==> src/phy_io_macros.svh <==
/*
 Shared sizing for the PHY I/O pad model. Derived widths assume full-rate
 AFI (two slots per cycle) and a power-of-two read FIFO depth.
*/
`ifndef PHY_IO_MACROS_SVH
`define PHY_IO_MACROS_SVH

// DQS group geometry
`define PHY_NUM_GROUPS 2
`define PHY_GROUP_DQ_WIDTH 8
`define PHY_GROUP_DM_WIDTH 1
`define PHY_RATE_SLOTS 2

// AFI bus widths, ordered slot-major then group
`define PHY_AFI_DQS_WIDTH (`PHY_RATE_SLOTS * `PHY_NUM_GROUPS)
`define PHY_AFI_DATA_WIDTH (`PHY_AFI_DQS_WIDTH * `PHY_GROUP_DQ_WIDTH)
`define PHY_AFI_MASK_WIDTH (`PHY_AFI_DQS_WIDTH * `PHY_GROUP_DM_WIDTH)

// Read side limits
`define PHY_EXTRA_SHIFT 1
`define PHY_RD_LAT_WIDTH 5
`define PHY_RD_LAT_MAX ((1 << `PHY_RD_LAT_WIDTH) - 1)
`define PHY_RD_FIFO_DEPTH 8
`define PHY_RD_PTR_WIDTH 3

`endif

==> src/phy_io_pkg.sv <==
/*
 Bus and lane types for the PHY I/O pad model. AFI buses are slot-major,
 group-minor. Per-group DDR words keep the later slot in the upper bits.
*/
`include "phy_io_macros.svh"

package phy_io_pkg;

	// Full AFI write side buses
	typedef logic [`PHY_AFI_DATA_WIDTH-1:0] afi_data_t;
	typedef logic [`PHY_AFI_MASK_WIDTH-1:0] afi_mask_t;

	// One enable per slot and group, shared by wrdata_en, dqs_en and oct_ena
	typedef logic [`PHY_AFI_DQS_WIDTH-1:0] afi_strobe_t;

	// One group's view across all slots
	typedef logic [`PHY_RATE_SLOTS*`PHY_GROUP_DQ_WIDTH-1:0] group_ddr_dq_t;
	typedef logic [`PHY_RATE_SLOTS*`PHY_GROUP_DM_WIDTH-1:0] group_ddr_dm_t;
	typedef logic [`PHY_RATE_SLOTS-1:0] group_ddr_en_t;

	// Read latency setting, in AFI cycles
	typedef logic [`PHY_RD_LAT_WIDTH-1:0] rd_lat_t;

	// Read FIFO pointer, wraps on its own since the depth is a power of two
	typedef logic [`PHY_RD_PTR_WIDTH-1:0] rd_ptr_t;

endpackage

==> src/phy_c2p_reg.sv <==
/*
 Core-to-periphery register stage. Adds exactly one pll_afi_clk cycle.
 The payload is cleared by the asynchronous reset so that enables
 start inactive.
*/
`timescale 1ns/1ns

module phy_c2p_reg #(
	parameter type payload_t = logic
) (
	input  logic     pll_afi_clk,
	input  logic     reset_n_afi_clk,
	input  payload_t d,
	output payload_t q
);

	// Retimes the core-side bus into the periphery domain of the same clock
	always_ff @(posedge pll_afi_clk or negedge reset_n_afi_clk) begin
		if (!reset_n_afi_clk) begin
			q <= '0;
		end else begin
			q <= d;
		end
	end

endmodule

==> src/phy_wr_lane.sv <==
/*
 Write slicer for one DQS group. Purely combinational. GROUP must be
 below PHY_NUM_GROUPS; the inputs are the registered AFI buses.
*/
`timescale 1ns/1ns

`include "phy_io_macros.svh"

module phy_wr_lane
	import phy_io_pkg::*;
#(
	parameter int GROUP = 0
) (
	input  afi_data_t     c2p_dq,
	input  afi_mask_t     c2p_mask,
	input  afi_strobe_t   c2p_wrdata_en,
	input  afi_strobe_t   c2p_dqs_en,
	input  afi_strobe_t   c2p_oct_ena,
	output group_ddr_dq_t lane_dq,
	output group_ddr_dm_t lane_dm,
	output logic [`PHY_RATE_SLOTS*`PHY_GROUP_DQ_WIDTH-1:0] lane_oe,
	output group_ddr_en_t lane_dqs_en,
	output group_ddr_en_t lane_oct_ena
);

	localparam int DQ_W = `PHY_GROUP_DQ_WIDTH;
	localparam int DM_W = `PHY_GROUP_DM_WIDTH;

	// The AFI bus holds all groups of slot 0, then all groups of slot 1.
	// Field index s * PHY_NUM_GROUPS + GROUP is this group's share of slot s
	for (genvar s = 0; s < `PHY_RATE_SLOTS; s++) begin : g_slot
		localparam int FIELD = s * `PHY_NUM_GROUPS + GROUP;

		assign lane_dq[s*DQ_W +: DQ_W] = c2p_dq[FIELD*DQ_W +: DQ_W];
		assign lane_dm[s*DM_W +: DM_W] = c2p_mask[FIELD*DM_W +: DM_W];

		// Output enable drives every DQ pin of the group in this slot
		assign lane_oe[s*DQ_W +: DQ_W] = {DQ_W{c2p_wrdata_en[FIELD]}};

		assign lane_dqs_en[s] = c2p_dqs_en[FIELD];
		assign lane_oct_ena[s] = c2p_oct_ena[FIELD];
	end

endmodule

==> src/phy_rd_lat_line.sv <==
/*
 Read latency line for one DQS group. rd_latency must stay in 1..31;
 a value of 0 has no tap. Changing it while enables are in flight
 moves the tap and can drop or repeat a valid.
*/
`timescale 1ns/1ns

`include "phy_io_macros.svh"

module phy_rd_lat_line
	import phy_io_pkg::*;
(
	input  logic    pll_afi_clk,
	input  logic    reset_n_afi_clk,
	input  logic    rd_en_shifted,
	input  rd_lat_t rd_latency,
	output logic    group_valid
);

	// Stage k holds the enable as it was k cycles ago
	logic [`PHY_RD_LAT_MAX:1] lat_stage;

	always_ff @(posedge pll_afi_clk or negedge reset_n_afi_clk) begin
		if (!reset_n_afi_clk) begin
			lat_stage <= '0;
		end else begin
			lat_stage <= {lat_stage[`PHY_RD_LAT_MAX-1:1], rd_en_shifted};
		end
	end

	// Tap selected by the sequencer's latency counter
	assign group_valid = lat_stage[rd_latency];

	// The sequencer must never program a zero latency
	a_lat_nonzero: assert property (
		@(posedge pll_afi_clk) disable iff (!reset_n_afi_clk)
		rd_latency != '0
	) else $error("phy_rd_lat_line: rd_latency is 0");

endmodule

==> src/phy_rd_fifo.sv <==
/*
 Read FIFO for one DQS group. No back-pressure: the producer must not
 overfill it and the latency line must not pop it empty. pop_word holds
 the last popped word and is cleared only by reset.
*/
`timescale 1ns/1ns

`include "phy_io_macros.svh"

module phy_rd_fifo
	import phy_io_pkg::*;
#(
	parameter type word_t = logic
) (
	input  logic  pll_afi_clk,
	input  logic  reset_n_afi_clk,
	input  logic  rd_fifo_clear,
	input  logic  push,
	input  word_t push_word,
	input  logic  pop,
	output word_t pop_word
);

	word_t mem [`PHY_RD_FIFO_DEPTH];

	rd_ptr_t wr_ptr;
	rd_ptr_t rd_ptr;
	logic [`PHY_RD_PTR_WIDTH:0] count;

	logic full;
	logic empty;

	assign full = (count == `PHY_RD_FIFO_DEPTH);
	assign empty = (count == '0);

	// Storage
	always_ff @(posedge pll_afi_clk) begin
		if (push) begin
			mem[wr_ptr] <= push_word;
		end
	end

	// Pointers and occupancy
	always_ff @(posedge pll_afi_clk or negedge reset_n_afi_clk) begin
		if (!reset_n_afi_clk) begin
			wr_ptr <= '0;
			rd_ptr <= '0;
			count <= '0;
		end else if (rd_fifo_clear) begin
			wr_ptr <= '0;
			rd_ptr <= '0;
			count <= '0;
		end else begin
			if (push) begin
				wr_ptr <= wr_ptr + 1'b1;
			end
			if (pop) begin
				rd_ptr <= rd_ptr + 1'b1;
			end
			case ({push, pop})
				2'b10: count <= count + 1'b1;
				2'b01: count <= count - 1'b1;
				default: count <= count;
			endcase
		end
	end

	// Output register, loads on the group valid and holds in between
	always_ff @(posedge pll_afi_clk or negedge reset_n_afi_clk) begin
		if (!reset_n_afi_clk) begin
			pop_word <= '0;
		end else if (pop) begin
			pop_word <= mem[rd_ptr];
		end
	end

	a_no_overflow: assert property (
		@(posedge pll_afi_clk) disable iff (!reset_n_afi_clk || rd_fifo_clear)
		push && full |-> pop
	) else $error("phy_rd_fifo: push while full");

	a_no_underflow: assert property (
		@(posedge pll_afi_clk) disable iff (!reset_n_afi_clk || rd_fifo_clear)
		pop |-> !empty
	) else $error("phy_rd_fifo: pop while empty");

endmodule

==> src/phy_io_ctrl.sv <==
/*
 Read-side control for the pad block. Only bit 0 of the AFI read enable
 exists here, since all slots carry the same value at full rate.
 The FIFO clear level is combinational and not affected by reset.
*/
`timescale 1ns/1ns

`include "phy_io_macros.svh"

module phy_io_ctrl (
	input  logic                        pll_afi_clk,
	input  logic                        reset_n_afi_clk,
	input  logic                        phy_reset_mem_stable,
	input  logic                        seq_read_fifo_reset,
	input  logic                        afi_rdata_en_full,
	input  logic [`PHY_NUM_GROUPS-1:0]  group_valid,
	output logic                        rd_en_shifted,
	output logic                        rd_fifo_clear,
	output logic [`PHY_RATE_SLOTS-1:0]  afi_rdata_valid
);

	logic [`PHY_EXTRA_SHIFT-1:0] en_shift;
	logic all_valid;

	// Extra read-enable shift ahead of the per-group latency lines
	always_ff @(posedge pll_afi_clk or negedge reset_n_afi_clk) begin
		if (!reset_n_afi_clk) begin
			en_shift <= '0;
		end else begin
			en_shift[0] <= afi_rdata_en_full;
			for (int i = 1; i < `PHY_EXTRA_SHIFT; i++) begin
				en_shift[i] <= en_shift[i-1];
			end
		end
	end

	assign rd_en_shifted = en_shift[`PHY_EXTRA_SHIFT-1];

	// Either an unstable memory interface or a sequencer request empties the FIFOs
	assign rd_fifo_clear = !phy_reset_mem_stable || seq_read_fifo_reset;

	// Data is only valid once every group has its word ready
	assign all_valid = &group_valid;

	always_ff @(posedge pll_afi_clk or negedge reset_n_afi_clk) begin
		if (!reset_n_afi_clk) begin
			afi_rdata_valid <= '0;
		end else begin
			afi_rdata_valid <= {`PHY_RATE_SLOTS{all_valid}};
		end
	end

	// All latency lines share one enable and one setting, so they move together
	a_groups_aligned: assert property (
		@(posedge pll_afi_clk) disable iff (!reset_n_afi_clk)
		(group_valid == '0) || all_valid
	) else $error("phy_io_ctrl: group valids disagree (%b)", group_valid);

endmodule

==> src/phy_io_pads.sv <==
/*
 Single-clock model of the DDR PHY data pad block. Write buses reach the
 mem_* lanes one cycle after input. Captured read words are pushed by a
 per-group strobe and returned on ddio_phy_dq with afi_rdata_valid.
*/
`timescale 1ns/1ns

`include "phy_io_macros.svh"

module phy_io_pads
	import phy_io_pkg::*;
(
	input  logic        pll_afi_clk,
	input  logic        reset_n_afi_clk,

	input  logic        phy_reset_mem_stable,
	input  logic        seq_read_fifo_reset,
	input  rd_lat_t     seq_read_latency_counter,
	input  logic        afi_rdata_en_full,

	input  afi_data_t   phy_ddio_dq,
	input  afi_strobe_t phy_ddio_wrdata_en,
	input  afi_mask_t   phy_ddio_wrdata_mask,
	input  afi_strobe_t phy_ddio_dqs_en,
	input  afi_strobe_t phy_ddio_oct_ena,

	input  logic [`PHY_AFI_DATA_WIDTH-1:0] mem_rd_dq,
	input  logic [`PHY_NUM_GROUPS-1:0]     mem_rd_strobe,

	output wire [`PHY_AFI_DATA_WIDTH-1:0]                   mem_wr_dq,
	output wire [`PHY_AFI_MASK_WIDTH-1:0]                   mem_wr_dm,
	output wire [`PHY_AFI_DQS_WIDTH*`PHY_GROUP_DQ_WIDTH-1:0] mem_wr_oe,
	output wire [`PHY_AFI_DQS_WIDTH-1:0]                    mem_dqs_en,
	output wire [`PHY_AFI_DQS_WIDTH-1:0]                    mem_oct_ena,
	output wire [`PHY_AFI_DATA_WIDTH-1:0]                   ddio_phy_dq,
	output wire [`PHY_RATE_SLOTS-1:0]                       afi_rdata_valid
);

	localparam int LANE_DQ_W = $bits(group_ddr_dq_t);
	localparam int LANE_DM_W = $bits(group_ddr_dm_t);
	localparam int LANE_EN_W = $bits(group_ddr_en_t);

	wire afi_data_t   c2p_dq;
	wire afi_mask_t   c2p_mask;
	wire afi_strobe_t c2p_wrdata_en;
	wire afi_strobe_t c2p_dqs_en;
	wire afi_strobe_t c2p_oct_ena;

	wire rd_en_shifted;
	wire rd_fifo_clear;
	wire [`PHY_NUM_GROUPS-1:0] group_valid;

	phy_io_ctrl u_phy_io_ctrl (
		.pll_afi_clk          (pll_afi_clk),
		.reset_n_afi_clk      (reset_n_afi_clk),
		.phy_reset_mem_stable (phy_reset_mem_stable),
		.seq_read_fifo_reset  (seq_read_fifo_reset),
		.afi_rdata_en_full    (afi_rdata_en_full),
		.group_valid          (group_valid),
		.rd_en_shifted        (rd_en_shifted),
		.rd_fifo_clear        (rd_fifo_clear),
		.afi_rdata_valid      (afi_rdata_valid)
	);

	phy_c2p_reg #(.payload_t(afi_data_t)) u_c2p_dq (
		.pll_afi_clk     (pll_afi_clk),
		.reset_n_afi_clk (reset_n_afi_clk),
		.d               (phy_ddio_dq),
		.q               (c2p_dq)
	);

	phy_c2p_reg #(.payload_t(afi_mask_t)) u_c2p_mask (
		.pll_afi_clk     (pll_afi_clk),
		.reset_n_afi_clk (reset_n_afi_clk),
		.d               (phy_ddio_wrdata_mask),
		.q               (c2p_mask)
	);

	// The three per-slot enable buses share one register stage
	phy_c2p_reg #(.payload_t(logic [3*`PHY_AFI_DQS_WIDTH-1:0])) u_c2p_strobe (
		.pll_afi_clk     (pll_afi_clk),
		.reset_n_afi_clk (reset_n_afi_clk),
		.d               ({phy_ddio_oct_ena, phy_ddio_dqs_en, phy_ddio_wrdata_en}),
		.q               ({c2p_oct_ena, c2p_dqs_en, c2p_wrdata_en})
	);

	for (genvar g = 0; g < `PHY_NUM_GROUPS; g++) begin : g_group
		phy_wr_lane #(.GROUP(g)) u_wr_lane (
			.c2p_dq        (c2p_dq),
			.c2p_mask      (c2p_mask),
			.c2p_wrdata_en (c2p_wrdata_en),
			.c2p_dqs_en    (c2p_dqs_en),
			.c2p_oct_ena   (c2p_oct_ena),
			.lane_dq       (mem_wr_dq[g*LANE_DQ_W +: LANE_DQ_W]),
			.lane_dm       (mem_wr_dm[g*LANE_DM_W +: LANE_DM_W]),
			.lane_oe       (mem_wr_oe[g*LANE_DQ_W +: LANE_DQ_W]),
			.lane_dqs_en   (mem_dqs_en[g*LANE_EN_W +: LANE_EN_W]),
			.lane_oct_ena  (mem_oct_ena[g*LANE_EN_W +: LANE_EN_W])
		);

		phy_rd_lat_line u_rd_lat_line (
			.pll_afi_clk     (pll_afi_clk),
			.reset_n_afi_clk (reset_n_afi_clk),
			.rd_en_shifted   (rd_en_shifted),
			.rd_latency      (seq_read_latency_counter),
			.group_valid     (group_valid[g])
		);

		phy_rd_fifo #(.word_t(group_ddr_dq_t)) u_rd_fifo (
			.pll_afi_clk     (pll_afi_clk),
			.reset_n_afi_clk (reset_n_afi_clk),
			.rd_fifo_clear   (rd_fifo_clear),
			.push            (mem_rd_strobe[g]),
			.push_word       (mem_rd_dq[g*LANE_DQ_W +: LANE_DQ_W]),
			.pop             (group_valid[g]),
			.pop_word        (ddio_phy_dq[g*LANE_DQ_W +: LANE_DQ_W])
		);
	end

endmodule

==> config.mk <==
export PLATFORM = sky130hd
export DESIGN_NAME = phy_io_pads
export DESIGN_NICKNAME = d
export VERILOG_FILES = /design/src/phy_io_pkg.sv /design/src/phy_c2p_reg.sv /design/src/phy_wr_lane.sv /design/src/phy_rd_lat_line.sv /design/src/phy_rd_fifo.sv /design/src/phy_io_ctrl.sv /design/src/phy_io_pads.sv
export VERILOG_INCLUDE_DIRS = /design/src
export SDC_FILE = /design/constraint.sdc
export NUM_CORES = 1
export LEC_CHECK = 0
export ABC_CLOCK_PERIOD_IN_PS = 3000
export BUFFER_PORTS_ARGS = -buffer_cell sky130_fd_sc_hd__buf_2
export CAP_MARGIN = 15
export CORE_MARGIN = 10
export CORE_UTILIZATION = 57
export CTS_CLUSTER_SIZE = 28
export DETAILED_ROUTE_END_ITERATION = 8
export GPL_ROUTABILITY_DRIVEN = 1
export GPL_TIMING_DRIVEN = 0
export MAX_ROUTING_LAYER = met4
export PLACE_DENSITY = 0.89
export SYNTH_ARGS = -nofsm -noshare
export SYNTH_HDL_FRONTEND = slang
export SYNTH_SLANG_ARGS = --single-unit
==> constraint.sdc <==
create_clock -name pll_afi_clk -period 3 [get_ports pll_afi_clk]
set_input_delay 0.15 -clock pll_afi_clk [delete_from_list [all_inputs] [get_ports pll_afi_clk]]
set_output_delay 0.15 -clock pll_afi_clk [all_outputs]
set_load 0.05 [all_outputs]
==> results of run 1 <==
## worst min-delay path, stage by stage
cell      delay (ns)
buf_2           0.08
nand2b_1        0.22
a21oi_1         0.07
## cell usage after synthesis (all sizes together), types with 3 or more instances
| cell | instances | area [um2] |
|---|---|---|
| mux4 | 66 | 1486 |
| nand2b | 8 | 50.05 |
| inv | 3 | 11.26 |
| nor3 | 4 | 20.02 |
| clkbuf | 18 | 67.56 |
| xor2 | 4 | 35.03 |
| nand3 | 3 | 15.01 |
| nor2 | 23 | 86.33 |
| a21oi | 4 | 20.02 |
| dfrtp | 125 | 3128 |
| mux2i | 46 | 460.4 |
| buf | 43 | 289.0 |
| nand2 | 39 | 146.4 |
| nor2b | 5 | 31.28 |
| edfxtp | 256 | 7687 |
| o21ai | 34 | 170.2 |
| ha | 4 | 50.05 |
## kinds of logic after synthesis
kind of cell | after synthesis | synth area share
fa+ha+maj | 4 | 0.003606
xor+xnor | 6 | 0.003786
buf+inv | 64 | 0.02651
flops | 381 | 0.7793
compound gates | 42 | 0.01623
mux | 113 | 0.1411
simple gates | 89 | 0.02948
## power by group through the flow
stage	clock, mW	sequential, mW	combinational (mW)
2_1_floorplan	0	6.53	0.455
3_3_place_gp	0	6.03	1.39
3_5_place_dp	0	6.04	1.44
4_1_cts	4.92	5.94	1.55
5_1_grt	5.15	5.97	1.64
6_report	4.87	5.95	1.55
## metrics by stage
| stage | TNS, ns | instances | total power [mW] |
|---|---|---|---|
| finish | 0 | 1397 | 12.37 |
| global route | 0 | 1397 | 12.76 |
| detailed placement | 0 | 1240 | 7.482 |
| global placement | -6.531 | 1222 | 7.414 |
| CTS | 0 | 1397 | 12.41 |
| floorplan | 0 | 699 | 6.983 |
## worst max-delay path by stage
| stage | from | to | slack, ns | depth (start not counted) |
|---|---|---|---|---|
| final | g_group[1].u_rd_lat_line.lat_stage[3]$_DFF_PN0_ | g_group[0].u_rd_fifo.pop_word[7]$_DFFE_PN0P_ | 0.28 | 6 |
| after global routing | g_group[1].u_rd_lat_line.lat_stage[3]$_DFF_PN0_ | g_group[0].u_rd_fifo.pop_word[9]$_DFFE_PN0P_ | 0.08 | 6 |
| after CTS | g_group[1].u_rd_lat_line.lat_stage[3]$_DFF_PN0_ | g_group[0].u_rd_fifo.pop_word[4]$_DFFE_PN0P_ | 0.26 | 6 |
| after detailed placement | seq_read_latency_counter[1] | g_group[0].u_rd_fifo.pop_word[4]$_DFFE_PN0P_ | 0.13 | 8 |
| after global placement | g_group[1].u_rd_fifo.wr_ptr[0]$_DFFE_PN0P_ | g_group[1].u_rd_fifo.mem[2][6]$_DFFE_PP_ | -0.20 | 1 |
| after floorplan | g_group[1].u_rd_fifo.wr_ptr[1]$_DFFE_PN0P_ | g_group[1].u_rd_fifo.mem[0][0]$_DFFE_PP_ | 0.88 | 2 |
## cell type report
| type | count | area [um2] | share of cell area |
|---|---|---|---|
| sequential | 381 | 10820 | 0.6081 |
| buffer | 61 | 356.6 | 0.02005 |
| inverter | 3 | 11.26 | 0.0006331 |
| clock buffer | 48 | 1050 | 0.05902 |
| timing repair buffer | 302 | 2142 | 0.1204 |
| clock inverter | 24 | 260.3 | 0.01463 |
| tap | 324 | 405.4 | 0.02279 |
| multi-input combinational | 254 | 2745 | 0.1543 |
## state kept, by name (all words and copies together) (netlist names)
register / count
g_group.u_rd_fifo.mem: 256
g_group.u_rd_fifo.pop_word: 32
g_group.u_rd_fifo.rd_ptr: 6
g_group.u_rd_fifo.wr_ptr: 6
g_group.u_rd_lat_line.lat_stage: 31
u_c2p_dq.q: 32
u_c2p_mask.q: 4
u_c2p_strobe.q: 12
u_phy_io_ctrl.afi_rdata_valid: 1
u_phy_io_ctrl.rd_en_shifted: 1
## routing by layer
layer	GRT usage	routed length, um	up-vias
met4	0.08301	1107	0
met5	-	0	-
met1	0.2765	12530	4043
li1	-	-	3352
met3	0.05575	3523	83
met2	0.3757	17430	475
## what timing repair did
action / 4_1_cts / 5_1_grt
gates resized for setup: 0 / 0
buffers inserted: 0 / 0
hold buffers: 85 / 0
hold endpoints to repair: 435 / 0
==> summary.txt, run 1 <==
Status
  • Status: completed

Floorplanning
  • Die width: 176.0 um
  • Die area: 0.03099 mm2
  • Die Y-Extent: 176.0 um
  • Num rows: 57
  • Initial core utilization: 0.5757
  • Core area: 0.02411 mm2
  • I/O pins: 202

Final layout
  • Syn-to-layout area delta: 28.16%
  • Share of cells above drive strength 1: 0.3793
  • Antenna cell count: 0
  • Most frequent cells in the layout: 256 x edfxtp_1, 210 x buf_2, 125 x dfrtp_1
  • Final Instance Area: 0.01779 mm2
  • Finished Core Util: 0.7378
  • Most common cell after layout, fill and taps aside: edfxtp_1
  • # nets final: 1,138
  • Fillers: 1,331

Power and ir drop
  • Power per Cell Area: 695.7 mW/mm2
  • Switch share: 0.2596
  • Combinational fraction of design power: 0.125
  • Clk pwr share: 0.394
  • Worst vdd ir: 472.7 uV
  • Part of the power in registers: 0.481
  • Leak: 6.767 nW
  • Internal: 9.160 mW
  • NetSw: 3.212 mW

Detailed routing
  • Post-route DRC: 0
  • Final wirelength: 34,590 um
  • Drt first pass iters: 5
  • Average routed wire per standard cell: 24.76 um
  • DR vias: 7,953
  • Initial DRC count: 722
  • Routed Antenna Nets: 0
  • DR vias/cell: 5.693

Clock network
  • Num CTS Buffers: 39
  • Root buffer cell: clkbuf_16
  • CTS sink count: 381
  • TritonCTS clock tree: done
  • Worst skew pair latency: 0.55 ns
  • Clk slew on worst S/H paths: 0.06 ns
  • CTS H-tree depth: 2
  • Clock Path Buffers: 3

Synth
  • Post-synth net total: 795
  • Cell Area, Synth: 0.01388 mm2
  • Ys flop type: edfxtp_1
  • YS warnings: 0
  • Sequential share of the synthesized area: 0.7793
  • Yosys reg bits: 381
  • Synth cell types: 29
  • Synthesized instance count: 699
  • Synth async-reset ratio: 0.3281
  • Number of synthesized flops with an enable pin: 256
  • Synth Area per Inst: 19.85 um2

Critical path
  • R2R depth: 6
  • Critical path class: reg2reg
  • Crit-path max cell delay: 0.65 ns
  • CP Data Required Time: 3.35 ns
  • Buf/Inv on CP: 1
  • Slowest cell on crit path: nor4_4
  • Startpoint types: flop
  • Delay-heaviest family, CP: simple AND/OR/NAND/NOR gates
  • Maximum fanout along the worst path: 10
  • Critical R2R Capture: g_group[0].u_rd_fifo.pop_word[7]$_DFFE_PN0P_
  • Reg2Reg Launch Point: g_group[1].u_rd_lat_line.lat_stage[3]$_DFF_PN0_
  • Critical path data arrival time: 3.07 ns
  • Critical Path Sink Type: flop
  • Cell Chain, Critical Path: mux2_1 -> a221oi_1 -> nor4_1 -> nor4_4 -> clkbuf_1 -> o21ai_0
  • Worst R2R Setup Slack: 0.28 ns

Hold path
  • Min-Delay Path Class: in2reg
  • Hold Crit Endpoint: g_group[1].u_rd_fifo.rd_ptr[2]$_DFFE_PN0P_
  • Worst hold start: seq_read_fifo_reset
  • Worst Hold Path Cells: 3

Global route
  • Initial antenna violation count: 0
  • Global route overflow: 0
  • Vias in the first global route: 8,597
  • Largest net degree at the start of global routing: 104
  • Global Route Usage Sum: 0.2302
  • Global-route wire length before repair: 52,900 um

STA
  • Fin worst setup slack: 0.2828 ns
  • Max-slew violations: 0
  • Worst hold margin: 0.007994 ns
  • Tcrit/Tclk final: 0.9057
  • Fin crit period: 2.717 ns
  • Final setup fails: 0
  • Final Hold Vio Count: 0
  • Rel. slew slack: 0.2998
  • RSZ-0062 raised after global routing: no
  • Layout Skew: 0.03510 ns
  • Worst Tran Pin Value: 1.045 ns
  • FMAX: 0.3680 GHz

Place
  • Pre-CTS setup slack: 0.1262 ns
  • GPL Wtd Cong: 0.8419
  • Post-DP Area: 0.01563 mm2
  • Dpl hpwl: 20,670 um
  • PortBufs: 199

Run
  • Max-cap viol count: 0
Power figures use the tool's default switching activity.
==> run 2, diff against run 1 <==
BUFFER_PORTS_ARGS = not set   (was -buffer_cell sky130_fd_sc_hd__buf_2)
CORE_UTILIZATION = 45   (was 57)
DONT_BUFFER_PORTS = 1   (was not set)
PLACE_DENSITY = 0.69   (was 0.89)
==> run 2 against run 1 <==
Worst setup slack improved by 0.017 ns. Fmax rose by 0.62%. Register-to-register slack improved by 0.02 ns. Non-clock buffer count fell by 197. Clock power rose by 7.8%. Sequential share of layout area rose by 2.6 points. Critical path depth fell by 1. Largest power group unchanged.
==> summary.txt, run 2 (synthesis gave the netlist of run 1 again) <==
Floorplanning
  • Initial core utilization: 0.4549 (was 0.5757)
  • Die area: 0.03827 mm2 (was 0.03099 mm2)
  • Die width: 195.6 um (was 176.0 um)
  • I/O pins: 202 (unchanged)
  • Num rows: 64 (was 57)
  • Die Y-Extent: 195.6 um (was 176.0 um)
  • Core area: 0.03051 mm2 (was 0.02411 mm2)

Final layout
  • Most frequent cells in the layout: 256 x edfxtp_1, 125 x dfrtp_1, 86 x dlygate4sd3_1 (was 256 x edfxtp_1, 210 x buf_2, 125 x dfrtp_1)
  • Final Instance Area: 0.01705 mm2 (was 0.01779 mm2)
  • Flip-flop count of the largest register after layout: 256 (unchanged)
  • Finished Core Util: 0.5588 (was 0.7378)
  • Largest regs: g_group.u_rd_fifo.mem x256, g_group.u_rd_fifo.pop_word x32, u_c2p_dq.q x32 (unchanged)
  • Most common cell after layout, fill and taps aside: edfxtp_1 (unchanged)
  • Top reg by flops: g_group.u_rd_fifo.mem (unchanged)
  • Finished Layout Cells: 1,278 (was 1,397)
  • Syn-to-layout area delta: 22.85% (was 28.16%)
  • # nets final: 943 (was 1,138)
  • Share of cells above drive strength 1: 0.2341 (was 0.3793)

Detailed routing
  • Metal2 WL: 14,290 um (was 17,430 um)
  • Routed Antenna Nets: 0 (unchanged)
  • Post-route DRC: 0 (unchanged)
  • Initial DRC count: 433 (was 722)
  • Average routed wire per standard cell: 23.57 um (was 24.76 um)
  • DR vias: 6,792 (was 7,953)
  • Final wirelength: 30,130 um (was 34,590 um)
  • Drt first pass iters: 5 (unchanged)
  • M1 WL: 12,440 um (was 12,530 um)
  • Metal3 WL: 2862 um (was 3523 um)
  • DR vias/cell: 5.315 (was 5.693)
  • Max Used Layer: met4 (unchanged)

Critical path
  • Critical Path Sink Type: flop (unchanged)
  • Critical path data arrival time: 3.08 ns (was 3.07 ns)
  • Crit. Startpoint: g_group[1].u_rd_lat_line.lat_stage[19]$_DFF_PN0_ (was g_group[1].u_rd_lat_line.lat_stage[3]$_DFF_PN0_)
  • Reg2Reg Launch Point: g_group[1].u_rd_lat_line.lat_stage[19]$_DFF_PN0_ (was g_group[1].u_rd_lat_line.lat_stage[3]$_DFF_PN0_)
  • Critical path class: reg2reg (unchanged)
  • Startpoint types: flop (unchanged)
  • CP Data Required Time: 3.37 ns (was 3.35 ns)
  • Maximum fanout along the worst path: 10 (unchanged)

STA
  • Final setup TNS: 0 ns (unchanged)
  • Max-slew violations: 0 (unchanged)
  • Layout Skew: 0.03456 ns (was 0.03510 ns)
  • FMAX: 0.3703 GHz (was 0.3680 GHz)
  • Tcrit/Tclk final: 0.9001 (was 0.9057)
  • RSZ-0062 raised after global routing: no (unchanged)
  • Fin crit period: 2.700 ns (was 2.717 ns)
  • Final setup fails: 0 (unchanged)
  • Worst hold margin: 0.01283 ns (was 0.007994 ns)
  • Worst Tran Pin Value: 0.9103 ns (was 1.045 ns)
  • Rel. slew slack: 0.3898 (was 0.2998)
  • Final Hold Vio Count: 0 (unchanged)
  • Fin worst setup slack: 0.2996 ns (was 0.2828 ns)

Power and ir drop
  • Worst vdd ir: 489.9 uV (was 472.7 uV)
  • Leak: 6.020 nW (was 6.767 nW)
  • Power per Cell Area: 732.5 mW/mm2 (was 695.7 mW/mm2)
  • Total power: 12.49 mW (was 12.37 mW)

Clock network
  • TritonCTS clock tree: done (unchanged)
  • CTS sink count: 381 (unchanged)
  • Clk slew on worst S/H paths: 0.06 ns (about the same)
  • CTS H-tree depth: 2 (unchanged)
  • Worst skew pair latency: 0.54 ns (was 0.55 ns)
  • Clock Path Buffers: 3 (unchanged)
  • Root buffer cell: clkbuf_16 (unchanged)
  • Num CTS Buffers: 41 (was 39)

Global route
  • Global route overflow: 0 (unchanged)
  • Vias in the first global route: 7,134 (was 8,597)
  • Largest net degree at the start of global routing: 126 (was 104)
  • Global-route wire length before repair: 45,960 um (was 52,900 um)
  • Global Route Usage Sum: 0.1604 (was 0.2302)
  • Initial antenna violation count: 2 (was 0)

Hold path
  • Min-Delay Path Class: in2reg (unchanged)
  • Worst hold start: seq_read_fifo_reset (unchanged)

Place
  • Pre-CTS setup slack: 0.05770 ns (was 0.1262 ns)
  • Dpl hpwl: 19,450 um (was 20,670 um)
  • DP Cell Count: 1,113 (was 1,240)
  • GPL Wtd Cong: 0.7385 (was 0.8419)
  • Post-DP Area: 0.01471 mm2 (was 0.01563 mm2)
  • PortBufs: 0 (was 199)

Run
  • Max-cap viol count: 0 (unchanged)

Status
  • Status: completed (unchanged)
run 2: path summary, 6_finish.rpt:
path | cells after the start | slack [ns] | end
max in group asynchronous | 2 | 2.22 | g_group[1].u_rd_fifo.pop_word[2]$_DFFE_PN0P_
max reg2reg | 5 | 0.30 | g_group[0].u_rd_fifo.pop_word[2]$_DFFE_PN0P_
max | 5 | 0.30 | g_group[0].u_rd_fifo.pop_word[2]$_DFFE_PN0P_
min reg2reg | 0 | 0.35 | g_group[1].u_rd_lat_line.lat_stage[1]$_DFF_PN0_
min | 2 | 0.01 | g_group[0].u_rd_fifo.rd_ptr[2]$_DFFE_PN0P_
min in group asynchronous | 2 | 0.33 | u_c2p_dq.q[9]$_DFF_PN0_
run 2: report_power, final:
part / switching [mW] / internal, mW / leakage [nW]
combinational: 0.431 / 0.318 / 1.50
clock: 2.02 / 3.23 / 0.692
sequential: 0.663 / 5.83 / 3.83
total: 3.11 / 9.38 / 6.02
run 2: metal layers:
| metal | vias up | global-route usage |
|---|---|---|
| met2 | 265 | 0.2470 |
| li1 | 2965 | - |
| met5 | - | - |
| met1 | 3522 | 0.2043 |
| met4 | 0 | 0.03931 |
| met3 | 40 | 0.05036 |
run 2: critical path, cell delays in order (launching register included):
cell	delay [ns]
dfrtp_1	0.38
mux4_2	0.48
o2111a_1	0.28
nor4_4	0.63
clkbuf_1	0.60
o21ai_0	0.20
run 2: area by class of cell:
type                       instances  area, um2
antenna                            2      5.005
buffer                            61      356.6
clock buffer                      47       1049
clock inverter                    29      397.9
multi-input combinational        254       2745
sequential                       381      10820
timing repair buffer             105       1174
fill                            2204      13460
tap                              396      495.5
inverter                           3      11.26
run 2: repair_timing:
| action | 4_1_cts | 5_1_grt |
|---|---|---|
| buffers inserted | 0 | 0 |
| gates resized for setup | 0 | 0 |
| hold endpoints to repair | 438 | 0 |
| hold buffers | 87 | 0 |
==> run 3, diff against run 2 <==
CORE_ASPECT_RATIO = 0.6   (was not set)
RECOVER_POWER = 100   (was not set)
==> run 3 against run 2 <==
The run now ends with hold timing, capacitance limit, slew limit left. Combinational power decreased by 3.1%. Final cell count about the same. First-iteration DRC count increased by 0.69%. Hold slack got worse by 0.030 ns. Clock skew decreased by 0.0093 ns. Wire length increased by 0.60%.
==> summary.txt, run 3 (synthesis gave the netlist of run 1 again) <==
Final layout
  • Syn-to-layout area delta: 18.07% (was 22.85%)
  • # nets final: 936 (was 943)
  • Flip-flop count of the largest register after layout: 256 (unchanged)
  • Most frequent cells in the layout: 256 x edfxtp_1, 125 x dfrtp_1, 86 x dlygate4sd3_1 (unchanged)
  • Share of cells above drive strength 1: 0.1626 (was 0.2341)
  • Multi-input logic area: 0.002695 mm2 (was 0.002745 mm2)
  • Fillers: 2,411 (was 2,204)
  • Top reg by flops: g_group.u_rd_fifo.mem (unchanged)
  • Register area: 0.01082 mm2 (unchanged)
  • Finished Core Util: 0.5432 (was 0.5588)
  • Most common cell after layout, fill and taps aside: edfxtp_1 (unchanged)
  • Largest regs: g_group.u_rd_fifo.mem x256, g_group.u_rd_fifo.pop_word x32, u_c2p_dq.q x32 (unchanged)

STA
  • Max-slew violations: 126 (was 0)
  • Final Hold Vio Count: 4 (was 0)
  • Final setup fails: 0 (unchanged)
  • Fin crit period: 2.676 ns (was 2.700 ns)
  • Tcrit/Tclk final: 0.8921 (was 0.9001)
  • RSZ-0062 raised after global routing: no (unchanged)
  • Rel. slew slack: -0.1959 (was 0.3898)
  • Layout Skew: 0.02524 ns (was 0.03456 ns)
  • FMAX: 0.3736 GHz (was 0.3703 GHz)
  • Worst Tran Pin Value: 1.794 ns (was 0.9103 ns)
  • Worst hold margin: -0.01744 ns (was 0.01283 ns)
  • Fin worst setup slack: 0.3236 ns (was 0.2996 ns)

Critical path
  • Critical path data arrival time: 3.06 ns (was 3.08 ns)
  • Maximum fanout along the worst path: 10 (unchanged)
  • Critical Path Sink Type: flop (unchanged)
  • Critical path class: reg2reg (unchanged)
  • Crit. Startpoint: g_group[1].u_rd_lat_line.lat_stage[6]$_DFF_PN0_ (was g_group[1].u_rd_lat_line.lat_stage[19]$_DFF_PN0_)
  • Reg2Reg Launch Point: g_group[1].u_rd_lat_line.lat_stage[6]$_DFF_PN0_ (was g_group[1].u_rd_lat_line.lat_stage[19]$_DFF_PN0_)
  • Startpoint types: flop (unchanged)
  • CP Data Required Time: 3.38 ns (was 3.37 ns)

Floorplanning
  • Die Y-Extent: 156.0 um (was 195.6 um)
  • Num rows: 49 (was 64)
  • Initial core utilization: 0.4601 (was 0.4549)
  • Die area: 0.03850 mm2 (was 0.03827 mm2)
  • I/O pins: 202 (unchanged)
  • Core area: 0.03016 mm2 (was 0.03051 mm2)
  • Die width: 246.7 um (was 195.6 um)

Detailed routing
  • Drt first pass iters: 5 (unchanged)
  • Post-route DRC: 0 (unchanged)
  • Average routed wire per standard cell: 23.73 um (was 23.57 um)
  • Final wirelength: 30,310 um (was 30,130 um)
  • Initial DRC count: 436 (was 433)
  • Routed Antenna Nets: 0 (unchanged)
  • DR vias/cell: 5.228 (was 5.315)
  • DR vias: 6,676 (was 6,792)

Global route
  • Global route overflow: 0 (unchanged)
  • Vias in the first global route: 7,133 (was 7,134)
  • Largest net degree at the start of global routing: 126 (unchanged)
  • Global-route wire length before repair: 45,550 um (was 45,960 um)
  • Global Route Usage Sum: 0.1615 (was 0.1604)
  • Initial antenna violation count: 2 (unchanged)

Clock network
  • Clock Path Buffers: 3 (unchanged)
  • Worst skew pair latency: 0.54 ns (about the same)
  • Postcts setup bufs: 0 (unchanged)
  • Num CTS Buffers: 36 (was 41)
  • Root buffer cell: clkbuf_16 (unchanged)
  • CTS H-tree depth: 2 (unchanged)
  • Clk slew on worst S/H paths: 0.06 ns (about the same)
  • CTS sink count: 381 (unchanged)
  • TritonCTS clock tree: done (unchanged)

Place
  • GPL Wtd Cong: 0.7376 (was 0.7385)
  • Pre-CTS setup slack: -0.1030 ns (was 0.05770 ns)
  • Dpl hpwl: 19,640 um (was 19,450 um)
  • PortBufs: 0 (unchanged)

Status
  • Failing checks: hold timing, capacitance limit, slew limit
  • Status: complete, but fails checks (was completed)

Power and ir drop
  • Worst vdd ir: 380.9 uV (was 489.9 uV)
  • Leak: 5.666 nW (was 6.020 nW)
  • Power per Cell Area: 714.6 mW/mm2 (was 732.5 mW/mm2)

Run
  • Max-cap viol count: 1 (was 0)

Hold path
  • Worst hold start: mem_rd_strobe[1] (was seq_read_fifo_reset)
  • Min-Delay Path Class: in2reg (unchanged)
-- run 3: changes by cell type in the layout (fill, tap and decap cells not counted), sizes merged --
cell / previous run / this run
buf: 62 / 10
bufinv: 8 / 1
clkbuf: 65 / 120
clkinv: 16 / 6
inv: 5 / 6
-- run 3: power breakdown --
| part | switching, mW | total [mW] | internal (mW) |
|---|---|---|---|
| registers | 0.668 | 6.49 | 5.82 |
| logic | 0.438 | 0.726 | 0.288 |
| clock network | 1.95 | 4.49 | 2.54 |
| total | 3.06 | 11.7 | 8.65 |
-- run 3: final cells by class --
type / count / share of cell area
multi-input combinational: 254 / 0.1645
buffer: 61 / 0.01512
antenna: 2 / 0.0003054
sequential: 381 / 0.6601
tap: 408 / 0.03115
inverter: 3 / 0.0006872
timing repair buffer: 103 / 0.05666
clock buffer: 52 / 0.06368
clock inverter: 13 / 0.007865
-- run 3: worst max-delay path, stage by stage (launching register included) --
cell      delay, ns
dfrtp_1        0.38
mux4_2         0.47
nor2b_1        0.17
nor4_1         0.10
nor4_4         0.68
clkbuf_1       0.54
o21ai_0        0.19
-- run 3: path summary, 6_finish.rpt --
path / to / slack [ns] / cells past startpoint
setup / recovery: g_group[0].u_rd_fifo.pop_word[5]$_DFFE_PN0P_ / 0.32 / 6
max in group asynchronous: u_c2p_strobe.q[5]$_DFF_PN0_ / 1.17 / 2
hold reg to reg: g_group[1].u_rd_lat_line.lat_stage[1]$_DFF_PN0_ / 0.35 / 0
min in group asynchronous: u_phy_io_ctrl.rd_en_shifted$_DFF_PN0_ / 0.73 / 2
setup reg to reg: g_group[0].u_rd_fifo.pop_word[5]$_DFFE_PN0P_ / 0.32 / 6
hold / removal: g_group[1].u_rd_fifo.mem[7][2]$_DFFE_PP_ / -0.02 / 2
-- run 3: repair_timing --
action	4_1_cts	5_1_grt
hold buffers	87	0
hold endpoints to repair	438	0
gates resized for setup	0	5
endpoints found under the setup margin	0	20
-- run 3: per-layer routing --
layer  wire, um  track usage  up-vias
met4        384      0.03084        0
met5          0            -        -
met3       2483      0.04805       43
met1      13500       0.2123     3462
li1           -            -     2963
met2      13940       0.2479      208
-- run 3: stage by stage --
stage	total power [mW]	hold WS, ns	cell area [um2]	setup TNS, ns	instances
floorplan	6.983	-0.1456	13880	0	699
detailed placement	7.214	-0.1390	14730	-0.3941	1123
CTS	11.89	0.005163	16790	0	1275
finish	11.71	-0.01744	16390	0	1277
global placement	7.190	-0.1402	14390	-4.548	1107
global route	12.16	-0.01296	16390	0	1277
